<file path="src/include/agc_consts.svh">
`ifndef AGC_CONSTS_SVH
`define AGC_CONSTS_SVH

/////////////////////////////////////////////////////////////////////
// Loop start values
/////////////////////////////////////////////////////////////////////
`define AGC_START_SCALE         17'd1500
`define AGC_START_OFFSET        16'sd0
`define AGC_START_SCALE_DELTA   17'd30
`define AGC_START_OFFSET_DELTA  16'sd25

// Gain rule tuning
`define AGC_TARGET_RMS_SQ       16
`define AGC_RMS_SQ_ERR          0
`define AGC_OFFSET_ERR          5
`define AGC_TIMESCALE_BITS      4       // Mean square is accumulated over 2^N frames
`define AGC_SCALE_MIN_CUTOFF    17'h0012C
`define AGC_SCALE_MAX_CUTOFF    17'h1FBD0

`define AGC_BOOT_DELAY          5'd31   // Cycles before the first write, minus one

/////////////////////////////////////////////////////////////////////
// Downstream AGC module register map
/////////////////////////////////////////////////////////////////////
`define AGC_ADR_CTRL            8'h00   // Control on write, status on read
`define AGC_ADR_SCALE           8'h10
`define AGC_ADR_OFFSET          8'h14

// Control words written to AGC_ADR_CTRL
`define AGC_CMD_RESET           32'h0000_0004
`define AGC_CMD_START           32'h0000_0001
`define AGC_CMD_LOAD            32'h0000_0300
`define AGC_CMD_APPLY           32'h0000_0400

`define AGC_STATUS_DONE_BIT     1
`define AGC_INFO_WORDS          6

`endif

</file>
<file path="src/source/agc_bus_pkg.sv">
`default_nettype none

package agc_bus_pkg;

    // Wishbone request, driven by the bus master
    typedef struct packed {
        logic        cyc;
        logic        stb;
        logic        we;
        logic [7:0]  adr;
        logic [3:0]  sel;
        logic [31:0] dat;
    } wb_req_t;

    // Wishbone response, driven by the target
    typedef struct packed {
        logic        ack;
        logic        err;
        logic        rty;
        logic [31:0] dat;
    } wb_rsp_t;

    // Upstream register target FSM
    typedef enum logic [1:0] {
        IDLE  = 2'd0,
        WRITE = 2'd1,
        READ  = 2'd2,
        ACK   = 2'd3
    } target_state_e;

endpackage

`default_nettype wire

</file>
<file path="src/source/agc_loop_pkg.sv">
`default_nettype none

package agc_loop_pkg;

    // Words read back from the AGC module after a sample cycle
    // 1 mean square, 2 count above, 3 count below, 4 scale, 5 offset
    typedef struct packed {
        logic [5:0][31:0] word;
    } agc_info_t;

    typedef logic [16:0]        scale_t;
    typedef logic signed [15:0] offset_t;

    // One downstream bus access, handed from sequencer to master
    typedef struct packed {
        logic        valid;
        logic        we;
        logic [7:0]  adr;
        logic [31:0] dat;
    } bus_cmd_t;

    typedef enum logic [3:0] {
        BOOT_DELAY, WRITE_SCALE, WRITE_OFFSET,
        LOAD, APPLY, RESET_CMD, START,
        POLL, READ_INFO
    } seq_state_e;

endpackage

`default_nettype wire

</file>
<file path="src/source/agc_bus_master.sv">
`timescale 1ns/1ps
`default_nettype none

module agc_bus_master
    import agc_bus_pkg::*, agc_loop_pkg::*;
(
    input  logic        aclk,
    input  logic        wb_rst_i,
    input  bus_cmd_t    cmd_i,
    output wb_req_t     mod_req_o,
    input  wb_rsp_t     mod_rsp_i,
    output logic        done_o,
    output logic [31:0] rdata_o
);

    logic        busy_q;        // Drives cyc and stb
    logic        we_q;
    logic        done_q;
    logic [7:0]  adr_q;
    logic [31:0] dat_q;
    logic [31:0] rdata_q;
    logic        take_cmd;
    logic        finish;

    assign take_cmd = !busy_q && cmd_i.valid;
    assign finish   = busy_q && mod_rsp_i.ack;

    always_ff @(posedge aclk) begin
        if (wb_rst_i) begin
            busy_q <= 1'b0;
            we_q   <= 1'b0;
            done_q <= 1'b0;
        end else begin
            done_q <= finish;
            if (take_cmd) begin
                busy_q <= 1'b1;
                we_q   <= cmd_i.we;
            end else if (finish) begin
                busy_q <= 1'b0;     // Late ack just holds the request
                we_q   <= 1'b0;
            end
        end
    end

    always_ff @(posedge aclk) begin
        if (take_cmd) begin
            adr_q <= cmd_i.adr;
            dat_q <= cmd_i.dat;
        end
        if (finish) rdata_q <= mod_rsp_i.dat;
    end

    assign mod_req_o.cyc = busy_q;
    assign mod_req_o.stb = busy_q;
    assign mod_req_o.we  = we_q;
    assign mod_req_o.adr = adr_q;
    assign mod_req_o.sel = {4{busy_q}};
    assign mod_req_o.dat = dat_q;

    assign done_o  = done_q;
    assign rdata_o = rdata_q;

endmodule

`default_nettype wire

</file>
<file path="src/source/agc_control_top.sv">
`timescale 1ns/1ps
`default_nettype none

module agc_control_top
    import agc_bus_pkg::*, agc_loop_pkg::*;
(
    input  logic    aclk,
    input  logic    wb_rst_i,
    input  logic    agc_reset_i,
    input  wb_req_t ctl_req_i,      // From host
    output wb_rsp_t ctl_rsp_o,
    output wb_req_t mod_req_o,      // To AGC module
    input  wb_rsp_t mod_rsp_i
);

    scale_t      scale_delta;
    offset_t     offset_delta;
    agc_info_t   info;
    bus_cmd_t    cmd;
    logic        cmd_done;
    logic [31:0] cmd_rdata;

    agc_reg_target u_target (
        .aclk           (aclk),
        .wb_rst_i       (wb_rst_i),
        .ctl_req_i      (ctl_req_i),
        .ctl_rsp_o      (ctl_rsp_o),
        .info_i         (info),
        .scale_delta_o  (scale_delta),
        .offset_delta_o (offset_delta)
    );

    agc_loop_sequencer u_sequencer (
        .aclk           (aclk),
        .wb_rst_i       (wb_rst_i),
        .agc_reset_i    (agc_reset_i),
        .cmd_o          (cmd),
        .done_i         (cmd_done),
        .rdata_i        (cmd_rdata),
        .scale_delta_i  (scale_delta),
        .offset_delta_i (offset_delta),
        .info_o         (info)
    );

    agc_bus_master u_master (
        .aclk      (aclk),
        .wb_rst_i  (wb_rst_i),
        .cmd_i     (cmd),
        .mod_req_o (mod_req_o),
        .mod_rsp_i (mod_rsp_i),
        .done_o    (cmd_done),
        .rdata_o   (cmd_rdata)
    );

endmodule

`default_nettype wire

</file>
<file path="src/source/agc_gain_calc.sv">
`timescale 1ns/1ps
`default_nettype none

`include "agc_consts.svh"

module agc_gain_calc
    import agc_loop_pkg::*;
(
    input  agc_info_t info_i,
    input  scale_t    scale_delta_i,
    input  offset_t   offset_delta_i,
    input  scale_t    prev_scale_i,
    input  offset_t   prev_offset_i,
    output scale_t    scale_o,
    output offset_t   offset_o
);

    logic [31:0] ms_scaled;         // Mean square per frame
    logic [32:0] above_lim;
    logic [32:0] below_lim;
    scale_t      cur_scale;
    offset_t     cur_offset;

    assign ms_scaled  = info_i.word[1] >> (17 - `AGC_TIMESCALE_BITS);
    assign cur_scale  = info_i.word[4][16:0];
    assign cur_offset = info_i.word[5][15:0];
    assign above_lim  = {1'b0, info_i.word[3]} + 33'(`AGC_OFFSET_ERR);
    assign below_lim  = {1'b0, info_i.word[2]} + 33'(`AGC_OFFSET_ERR);

    // Scale steps one delta toward the target band, clamped at the cutoffs
    always_comb begin
        scale_o = prev_scale_i;
        if (ms_scaled > (`AGC_TARGET_RMS_SQ + `AGC_RMS_SQ_ERR)) begin
            if (cur_scale > `AGC_SCALE_MIN_CUTOFF) scale_o = cur_scale - scale_delta_i;
            else                                   scale_o = cur_scale;
        end else if (ms_scaled < (`AGC_TARGET_RMS_SQ - `AGC_RMS_SQ_ERR)) begin
            if (cur_scale < `AGC_SCALE_MAX_CUTOFF) scale_o = cur_scale + scale_delta_i;
            else                                   scale_o = cur_scale;
        end
    end

    // Offset balances counts above and below
    always_comb begin
        offset_o = prev_offset_i;
        if ({1'b0, info_i.word[2]} > above_lim)      offset_o = cur_offset - offset_delta_i;
        else if ({1'b0, info_i.word[3]} > below_lim) offset_o = cur_offset + offset_delta_i;
    end

endmodule

`default_nettype wire

</file>
<file path="src/source/agc_loop_sequencer.sv">
`timescale 1ns/1ps
`default_nettype none

`include "agc_consts.svh"

module agc_loop_sequencer
    import agc_loop_pkg::*;
(
    input  logic        aclk,
    input  logic        wb_rst_i,
    input  logic        agc_reset_i,
    output bus_cmd_t    cmd_o,
    input  logic        done_i,
    input  logic [31:0] rdata_i,
    input  scale_t      scale_delta_i,
    input  offset_t     offset_delta_i,
    output agc_info_t   info_o
);

    seq_state_e state_q;
    logic [4:0] boot_cnt_q;
    logic [2:0] word_idx_q;     // Info word being read
    logic       wait_q;         // Command handed over, waiting on the master
    logic       cmd_done;
    logic       calc_cycle;
    scale_t     scale_q;
    offset_t    offset_q;
    agc_info_t  info_q;
    scale_t     calc_scale;
    offset_t    calc_offset;

    assign cmd_done   = wait_q && done_i;
    assign calc_cycle = (state_q == READ_INFO) && (word_idx_q == 3'(`AGC_INFO_WORDS));

    agc_gain_calc u_gain_calc (
        .info_i         (info_q),
        .scale_delta_i  (scale_delta_i),
        .offset_delta_i (offset_delta_i),
        .prev_scale_i   (scale_q),
        .prev_offset_i  (offset_q),
        .scale_o        (calc_scale),
        .offset_o       (calc_offset)
    );

    /////////////////////////////////////////////////////////////////////
    // Command decode, one access per state
    /////////////////////////////////////////////////////////////////////
    always_comb begin
        cmd_o.valid = !wait_q && !calc_cycle;
        cmd_o.we    = 1'b1;
        cmd_o.adr   = `AGC_ADR_CTRL;
        cmd_o.dat   = 32'h0;
        case (state_q)
            WRITE_SCALE: begin
                cmd_o.adr = `AGC_ADR_SCALE;
                cmd_o.dat = {15'h0, scale_q};
            end
            WRITE_OFFSET: begin
                cmd_o.adr = `AGC_ADR_OFFSET;
                cmd_o.dat = {{16{offset_q[15]}}, offset_q};
            end
            LOAD:      cmd_o.dat = `AGC_CMD_LOAD;
            APPLY:     cmd_o.dat = `AGC_CMD_APPLY;
            RESET_CMD: cmd_o.dat = `AGC_CMD_RESET;
            START:     cmd_o.dat = `AGC_CMD_START;
            POLL:      cmd_o.we  = 1'b0;                // Status read
            READ_INFO: begin
                cmd_o.we  = 1'b0;
                cmd_o.adr = {3'b000, word_idx_q, 2'b00};
            end
            default:   cmd_o.valid = 1'b0;              // Boot delay
        endcase
    end

    /////////////////////////////////////////////////////////////////////
    // Loop FSM
    /////////////////////////////////////////////////////////////////////
    always_ff @(posedge aclk) begin
        if (wb_rst_i || agc_reset_i) begin
            state_q    <= BOOT_DELAY;
            boot_cnt_q <= `AGC_BOOT_DELAY;
            word_idx_q <= 3'd0;
            wait_q     <= 1'b0;
            scale_q    <= `AGC_START_SCALE;
            offset_q   <= `AGC_START_OFFSET;
            info_q     <= '0;
        end else begin
            if (cmd_o.valid)   wait_q <= 1'b1;
            else if (cmd_done) wait_q <= 1'b0;

            case (state_q)
                BOOT_DELAY: begin
                    if (boot_cnt_q != 5'd0) boot_cnt_q <= boot_cnt_q - 5'd1;
                    else                    state_q    <= WRITE_SCALE;
                end
                WRITE_SCALE:  if (cmd_done) state_q <= WRITE_OFFSET;
                WRITE_OFFSET: if (cmd_done) state_q <= LOAD;
                LOAD:         if (cmd_done) state_q <= APPLY;
                APPLY: begin
                    if (cmd_done) begin
                        state_q        <= RESET_CMD;
                        info_q.word[4] <= {15'h0, scale_q};    // Now in effect downstream
                        info_q.word[5] <= {16'h0, offset_q};
                    end
                end
                RESET_CMD:    if (cmd_done) state_q <= START;
                START:        if (cmd_done) state_q <= POLL;
                POLL: begin
                    // Not done yet just reissues the read
                    if (cmd_done && rdata_i[`AGC_STATUS_DONE_BIT]) begin
                        state_q    <= READ_INFO;
                        word_idx_q <= 3'd0;
                    end
                end
                READ_INFO: begin
                    if (calc_cycle) begin
                        scale_q    <= calc_scale;
                        offset_q   <= calc_offset;
                        word_idx_q <= 3'd0;
                        state_q    <= WRITE_SCALE;
                    end else if (cmd_done) begin
                        info_q.word[word_idx_q] <= rdata_i;
                        word_idx_q              <= word_idx_q + 3'd1;
                    end
                end
                default: state_q <= BOOT_DELAY;
            endcase
        end
    end

    assign info_o = info_q;

endmodule

`default_nettype wire

</file>
<file path="src/source/agc_reg_target.sv">
`timescale 1ns/1ps
`default_nettype none

`include "agc_consts.svh"

module agc_reg_target
    import agc_bus_pkg::*, agc_loop_pkg::*;
(
    input  logic      aclk,
    input  logic      wb_rst_i,
    input  wb_req_t   ctl_req_i,
    output wb_rsp_t   ctl_rsp_o,
    input  agc_info_t info_i,
    output scale_t    scale_delta_o,
    output offset_t   offset_delta_o
);

    target_state_e state_q;
    logic [31:0]   rsp_dat_q;       // Read data, loaded in READ
    logic [31:0]   rd_dat;
    logic [3:0]    word_sel;
    scale_t        scale_delta_q;
    offset_t       offset_delta_q;

    assign word_sel = ctl_req_i.adr[5:2];

    // Read-back mux. Bit 6 picks loop deltas over stored AGC info
    always_comb begin
        rd_dat = 32'h0;
        if (ctl_req_i.adr[6]) begin
            if (word_sel == 4'd0)
                rd_dat = {15'h0, scale_delta_q};
            else if (word_sel == 4'd1)
                rd_dat = {{16{offset_delta_q[15]}}, offset_delta_q};
        end else if (word_sel < `AGC_INFO_WORDS) begin
            rd_dat = info_i.word[word_sel[2:0]];
        end
    end

    /////////////////////////////////////////////////////////////////////
    // Target FSM and delta registers
    /////////////////////////////////////////////////////////////////////
    always_ff @(posedge aclk) begin
        if (wb_rst_i) begin
            state_q        <= IDLE;
            scale_delta_q  <= `AGC_START_SCALE_DELTA;
            offset_delta_q <= `AGC_START_OFFSET_DELTA;
        end else begin
            case (state_q)
                IDLE: begin
                    if (ctl_req_i.cyc && ctl_req_i.stb) begin
                        if (ctl_req_i.we) state_q <= WRITE;
                        else              state_q <= READ;
                    end
                end
                READ:    state_q <= ACK;
                WRITE:   state_q <= ACK;
                default: state_q <= IDLE;   // ACK lasts one cycle
            endcase

            // Only the two delta words are writable
            if (state_q == WRITE && ctl_req_i.adr[6]) begin
                if (word_sel == 4'd0)
                    scale_delta_q <= ctl_req_i.dat[16:0];
                else if (word_sel == 4'd1)
                    offset_delta_q <= ctl_req_i.dat[15:0];
            end
        end
    end

    always_ff @(posedge aclk) begin
        if (state_q == READ) rsp_dat_q <= rd_dat;
    end

    assign ctl_rsp_o.ack = (state_q == ACK);
    assign ctl_rsp_o.err = 1'b0;
    assign ctl_rsp_o.rty = 1'b0;
    assign ctl_rsp_o.dat = rsp_dat_q;

    assign scale_delta_o  = scale_delta_q;
    assign offset_delta_o = offset_delta_q;

endmodule

`default_nettype wire

</file>
<file path="config.mk">
export PLATFORM = sky130hd
export DESIGN_NAME = agc_control_top
export DESIGN_NICKNAME = d
export VERILOG_FILES = /design/src/source/agc_bus_pkg.sv /design/src/source/agc_loop_pkg.sv /design/src/source/agc_bus_master.sv /design/src/source/agc_control_top.sv /design/src/source/agc_gain_calc.sv /design/src/source/agc_loop_sequencer.sv /design/src/source/agc_reg_target.sv
export VERILOG_INCLUDE_DIRS = /design/src /design/src/include
export SDC_FILE = /design/constraint.sdc
export NUM_CORES = 1
export LEC_CHECK = 0
export ABC_AREA = 1
export BUFFER_PORTS_ARGS = -buffer_cell sky130_fd_sc_hd__buf_2
export CORE_ASPECT_RATIO = 1.1
export CORE_MARGIN = 3
export CORE_UTILIZATION = 49
export CTS_CLUSTER_DIAMETER = 50
export DETAILED_ROUTE_END_ITERATION = 12
export PLACE_DENSITY = 0.69
export SYNTH_ARGS = -nofsm -noshare
export SYNTH_HDL_FRONTEND = slang
export SYNTH_HIERARCHICAL = 1
export SYNTH_SLANG_ARGS = --single-unit
</file>
<file path="constraint.sdc">
create_clock -name aclk -period 3.3 [get_ports aclk]
set_clock_uncertainty 0.1 [all_clocks]
set_input_delay 0.495 -clock aclk [delete_from_list [all_inputs] [get_ports aclk]]
set_output_delay 0.495 -clock aclk [all_outputs]
set_load 0.1 [all_outputs]
</file>
* Word level (Yosys, flattened, before mapping) *
Index checks and enable logic that the tools add are counted.
W data, S select, Z words.

word-level totals
  flip-flop bits (word level) = 380
  output and inout bits = 82
  logic and storage cells = 148

cells by class
  $add $sub $neg = 8
  magnitude comparators = 10
  equality and inequality tests = 26
  multiplexer cells = 45
  bitwise gates (word level) = 2
  reduce and logical (&&, ||, !) cells = 35

operators with widths
  operator                 count
  $mux W192                2
  $bwmux W192              1
  $mux W32                 6
  $pmux W32 S6             1
  $pmux W64 S2             1
  $bmux W32 S3             1
  $demux W32 S3            1
  $mux W17                 4
  $add A32 B3 Y33 const B  2
  $gt A32 B33 Y1           2
  $mux W64                 1
  $mux W4                  9
  $pmux W4 S9              1
  $mux W16                 2
  $ne A2 B1 Y1 const B     10
  $gt A19 B5 Y1 const B    1
  $lt A19 B5 Y1 const B    1
  $add A17 B17 Y17         1
  $gt A17 B9 Y1 const B    1
  $lt A17 B17 Y1 const B   1
  $sub A17 B17 Y17         1
  $add A16 B16 Y16         1
  $eq A4 B3 Y1 const B     4
  $sub A16 B16 Y16         1
  33 further kinds         70

* Logic depth before layout (Yosys ltp) *
  depth in word-level cells = 8
  depth in mapped cells = 26
  mapped depth without buffers = 25

* Modules after synthesis *
Netlist, hierarchy kept.

by module, submodules not included
  module              times used  cells an instance  area each (µm²)  sequential area each (µm²)
  agc_loop_sequencer  1           1,322              9,694.3          4,764.6
  agc_gain_calc       1           1,331              7,698.6          0.0
  agc_reg_target      1           850                5,067.4          1,661.6
  agc_bus_master      1           96                 2,333.5          2,222.1

* Worst setup path after synthesis *
OpenSTA, ideal clock, no wires.

  kind = reg2reg
  start point = register u_sequencer.info_q, in the netlist u_sequencer/info_o[65]
  end point = register u_sequencer.offset_q[14]
  setup time = 0.128 ns
  arrival = 3.048 ns
  slack = 0.024 ns
  stages on the path, launching flop included = 23
  path buffers = 1
  cells stage by stage = dfxtp_1 -> ha_1 -> nor2_1 -> nor2_2 -> nand3_4 -> nor2_4 -> nand2_1 -> nor3_1 -> nand2_1 -> xor2_1 -> ha_1 -> nand2_1 -> nor2_1 -> nand4_1 -> nor2_1 -> nand4_4 -> nand2_8 -> buf_12 -> nand2_2 -> nand3_1 -> nand2_1 -> o21ai_0 -> a21oi_1

on the way
  elaborated cells between the ends (all ways) = 6

RTL lines
  item                             line                       source
  start: declaration               agc_loop_sequencer.sv:28   agc_info_t info_q;
  $gt A32 B33 Y1                   agc_gain_calc.sv:45        if ({1'b0, info_i.word[2]} > above_lim) offset_o = cur_offset - offset_delta_i;
  $mux W16                         agc_gain_calc.sv:45
  net u_sequencer.calc_offset[14]  agc_loop_sequencer.sv:30   offset_t calc_offset;
  end signal: assignment           agc_loop_sequencer.sv:85   offset_q <= `AGC_START_OFFSET;
  end signal: assignment           agc_loop_sequencer.sv:118  offset_q <= calc_offset;
  end: declaration                 agc_loop_sequencer.sv:27   offset_t offset_q;

The timed path passes the listed nets, and every way through them passes these cells.
A chain may end at the register's enable or synchronous reset.

* Worst setup path after layout *
  start point = register u_sequencer.info_q, in the netlist u_sequencer/info_o[97]
  end point = register u_sequencer.offset_q[0]

on the way
  elaborated cells between the ends (all ways) = 6

RTL lines
  item                            line                      source
  $add A32 B3 Y33                 agc_gain_calc.sv:27       assign above_lim = {1'b0, info_i.word[3]} + 33'(`AGC_OFFSET_ERR);
  $gt A32 B33 Y1                  agc_gain_calc.sv:45
  $mux W16                        agc_gain_calc.sv:45
  net u_sequencer.calc_offset[0]  agc_loop_sequencer.sv:30

The timed path passes the listed nets, and every way through them passes these cells.

==> impl_metrics.toml <==
[timing]
setup_violations = 16
post-route-period-util = 1.03
fin_crit_ps = 3400
slew_viol_final = 0
rsz0062_at_grt = "true"
max_slew_margin = 0.227
fmaxAchievable_mhz = 294
final_hold_viol_count = 0
fin_ws_ps = -104
fin_tns_setup_ps = -1320
worst_pin_slew_ps = 1160

[pwr]
p_leak_nw = 12.8
max-vdd-ir-drop_mv = 0.429
power_density_nw_per_um2 = 395
p_total_mw = 11.6

[synthesis]
synth.largest_area_cell = "dfxtp_1"
synth.cell_area_um2 = 24800
netlist-cell-type-count = 63
synth-seq-cells = 380
synth_top_area_frac = 0.223
synth_area_leaders = "dfxtp_1 22%, nand2_1 14%, edfxtp_1 13%"
synth-edff-count = 104
synthCells = 3599
ys_seq_area_frac = 0.349
ys.warnings.count = 6
synth_ff_type = "dfxtp_1"
avgSynthCellArea_um2 = 6.89
async_reset_ff_frac = 0

[place]
dp_hpwl_um = 62500
place_inst = 4386
place_congestion = 1.01
io_buffers = 140
place_area_um2 = 26700

[floorplan]
die_y_um = 242
die_area_um2 = 53300
initial_utilization = 0.501
die_x_um = 220
fp.coreArea_um2 = 49500
rows = 85
io_pins = 167

[detailed_routing]
drt_wl_total_um = 86000
post-route-drc-count = 0
wire_per_inst_um = 19.0
first_pass_iters = 6
vias = 24800
drtIter0Drc = 2738
viasPerCell = 5.45
route.antenna.remaining_nets = 0

[critical_path]
arrival_ps = 3770
r2r.worst_path.cells = 23
reg2reg_slack_ps = -100
reg2reg_from = "u_sequencer/info_o[97]"
worstPathRequired_ps = 3670
critPathMaxFanout = 5
crit_type = "reg -> reg"
r2r-end = "u_sequencer/offset_q[0]"
endpoint_kind = "flip-flop"
critPathLaunchType = "flip-flop"

[grt]
grt_overflow = 0
grt_first_pass_wirelength_um = 131000
grt_pass1_vias = 22800
track_usage = 0.314
grt_max_degree = 133
antenna_found_initial = 3

[outcome]
violations = "setup timing"
run_status = "finished, violations left"

[min_path]
min_from = "ctl_req_i[2]"
hold_depth = 3
worstHoldEndpoint = "u_target/scale_delta_o[2]"
hold_class = "in -> reg"

[clocking]
root_buffer = "clkbuf_16"
cts_made_buffers = 49
cts_buffer_depth = 3
cts_tree = "yes"
clock_latency_ps = 600
cts.htree.levels = 2
clock_sinks = 380
clk_pin_slew_ps = 60

[layout]
fin_area_um2 = 29500
area_growth_pct = 18.8
finalNonFillerCells = 4539
utilization = 0.596
drive_gt1_frac = 0.155
seq_area_um2 = 8660
fin_nets = 4069
fillers = 4728
multi_input_area_um2 = 13900

[run]
max_cap_viol_count = 0
==> synthesized netlist by cell type (2+ instances only) <==
| cell type | count |
|---|---|
| nand2_1 | 941 |
| inv_1 | 408 |
| nor2_1 | 353 |
| nand3_1 | 331 |
| a21oi_1 | 277 |
| dfxtp_1 | 276 |
| o21ai_0 | 183 |
| ha_1 | 136 |
| edfxtp_1 | 104 |
| xor2_1 | 79 |
| clkbuf_1 | 73 |
| buf_2 | 54 |
| buf_4 | 50 |
| o22ai_1 | 44 |
| nand4_1 | 34 |
| nor3_1 | 34 |
| nand2_2 | 24 |
| inv_2 | 17 |
| xnor2_1 | 17 |
| nor4_1 | 16 |
| nor2_4 | 14 |
| o21bai_1 | 12 |
| nand3b_1 | 11 |
| nor2_2 | 11 |
| buf_6 | 10 |
| o211ai_1 | 10 |
| buf_1 | 9 |
| a21o_1 | 6 |
| nand3_4 | 5 |
| or2_2 | 5 |
| fa_1 | 4 |
| nand3_2 | 4 |
| nor3_2 | 4 |
| a31oi_1 | 3 |
| o21a_1 | 3 |
| o221ai_1 | 3 |
| a21boi_0 | 2 |
| conb_1 | 2 |
| inv_4 | 2 |
| nand2_4 | 2 |
| nand3b_2 | 2 |
| nand4_4 | 2 |
| nor2_8 | 2 |
==> registers in the layout, indices dropped and copies added (netlist names), 3 cells and up <==
register	count
u_sequencer/info_o	192
u_master/dat_q	32
u_master/rdata_o	32
u_target/rsp_dat_q	32
u_sequencer/scale_q	17
u_target/scale_delta_o	17
u_sequencer/offset_q	16
u_target/offset_delta_o	16
u_master/adr_q	8
u_sequencer/boot_cnt_q	5
u_sequencer/state_q	4
u_sequencer/word_idx_q	3
==> repair_timing <==
item                                    CTS  global route
hold buffers                             35             0
endpoints found under the setup margin   16            16
setup buffers                             9            11
gates resized for setup                  56            56
pin swaps                                44            44
hold endpoints to repair                 35             0
cloned                                    3             1
==> final cells by class <==
| class | instances | share of cell area |
|---|---|---|
| antenna | 2 | 0.000170 |
| clock buffer | 55 | 0.0449 |
| clock inverter | 37 | 0.0129 |
| inverter | 429 | 0.0550 |
| multi-input combinational | 2600 | 0.471 |
| sequential | 380 | 0.294 |
| tap | 652 | 0.0277 |
| timing repair buffer | 384 | 0.0942 |
==> worst max-delay path, stage by stage, from the launching register on <==
cell and delay (ps):
dfxtp_2 360, buf_6 110, nand2_4 50, nand2_4 80, nand3_4 70, nor2_4 120, inv_2 60, nor3_4 190
nand2_2 100, nor2_4 130, buf_4 110, buf_4 90, xnor2_1 50, ha_1 270, nand4_1 190, nor4_2 250
nand4_1 250, nand2_8 220, buf_6 150, nand2_2 50, nand2_2 60, nand2_2 50, o21ai_1 110, a21oi_1 50
==> kinds of logic (layout without fill, tap and decap cells) <==
group / count (synthesis) / in the layout / synth area share
other: 2 / 9 / 0.000303
flip-flops: 380 / 380 / 0.349
XOR/XNOR: 96 / 96 / 0.0339
AND/OR/NAND/NOR: 1803 / 1805 / 0.317
AO/OA/AOI/OAI: 552 / 552 / 0.119
adder cells (fa/ha/maj): 140 / 140 / 0.0719
buffers and inverters: 626 / 905 / 0.109
==> layer usage <==
metal	GRT usage	share of wire	wire length, um
met1	0.409	0.40	34200
met2	0.509	0.47	40300
met3	0.0437	0.075	6420
met4	0.158	0.060	5170
met5	0	0.00013	11
==> where the power goes <==
group          internal, mW  leakage [nW]  switching, mW
Combinational         0.218          8.90          0.915
Sequential             4.88          3.10         0.0343
Clock                  3.27         0.826           2.31
Total                  8.37          12.8           3.26
==> how the worst max path moves through the flow <==
stage,from,to,slack [ps],depth (start not counted)
after floorplan,u_sequencer/info_o[65],u_sequencer/offset_q[14],20,22
after global placement,u_sequencer/info_o[64],u_sequencer/offset_q[3],-130,21
after detailed placement,u_sequencer/info_o[65],u_sequencer/offset_q[13],-280,21
after CTS,u_sequencer/info_o[65],u_sequencer/offset_q[13],-50,24
after global routing,u_sequencer/info_o[100],u_sequencer/offset_q[13],-370,22
final,u_sequencer/info_o[97],u_sequencer/offset_q[0],-100,23
==> stage by stage <==
stage	setup slack [ps]	hold slack [ps]
floorplan	23.5	339
global placement	-130	348
detailed placement	-280	353
CTS	-54.0	20.1
global route	-368	35.4
finish	-104	41.5
==> placed cells by master (no fill, tap or decap), types with 28 or more instances in the layout <==
cell type	n
xor2_1	79
edfxtp_1	104
nand3_1	310
inv_1	407
nand2_2	28
buf_2	140
o21ai_0	164
o22ai_1	44
nor3_1	28
clkbuf_16	53
nand2_1	933
dlygate4sd3_1	35
ha_1	133
a21oi_1	277
nor2_1	343
buf_4	195
dfxtp_1	266
nand4_1	34
Power figures use the tool's default switching activity.
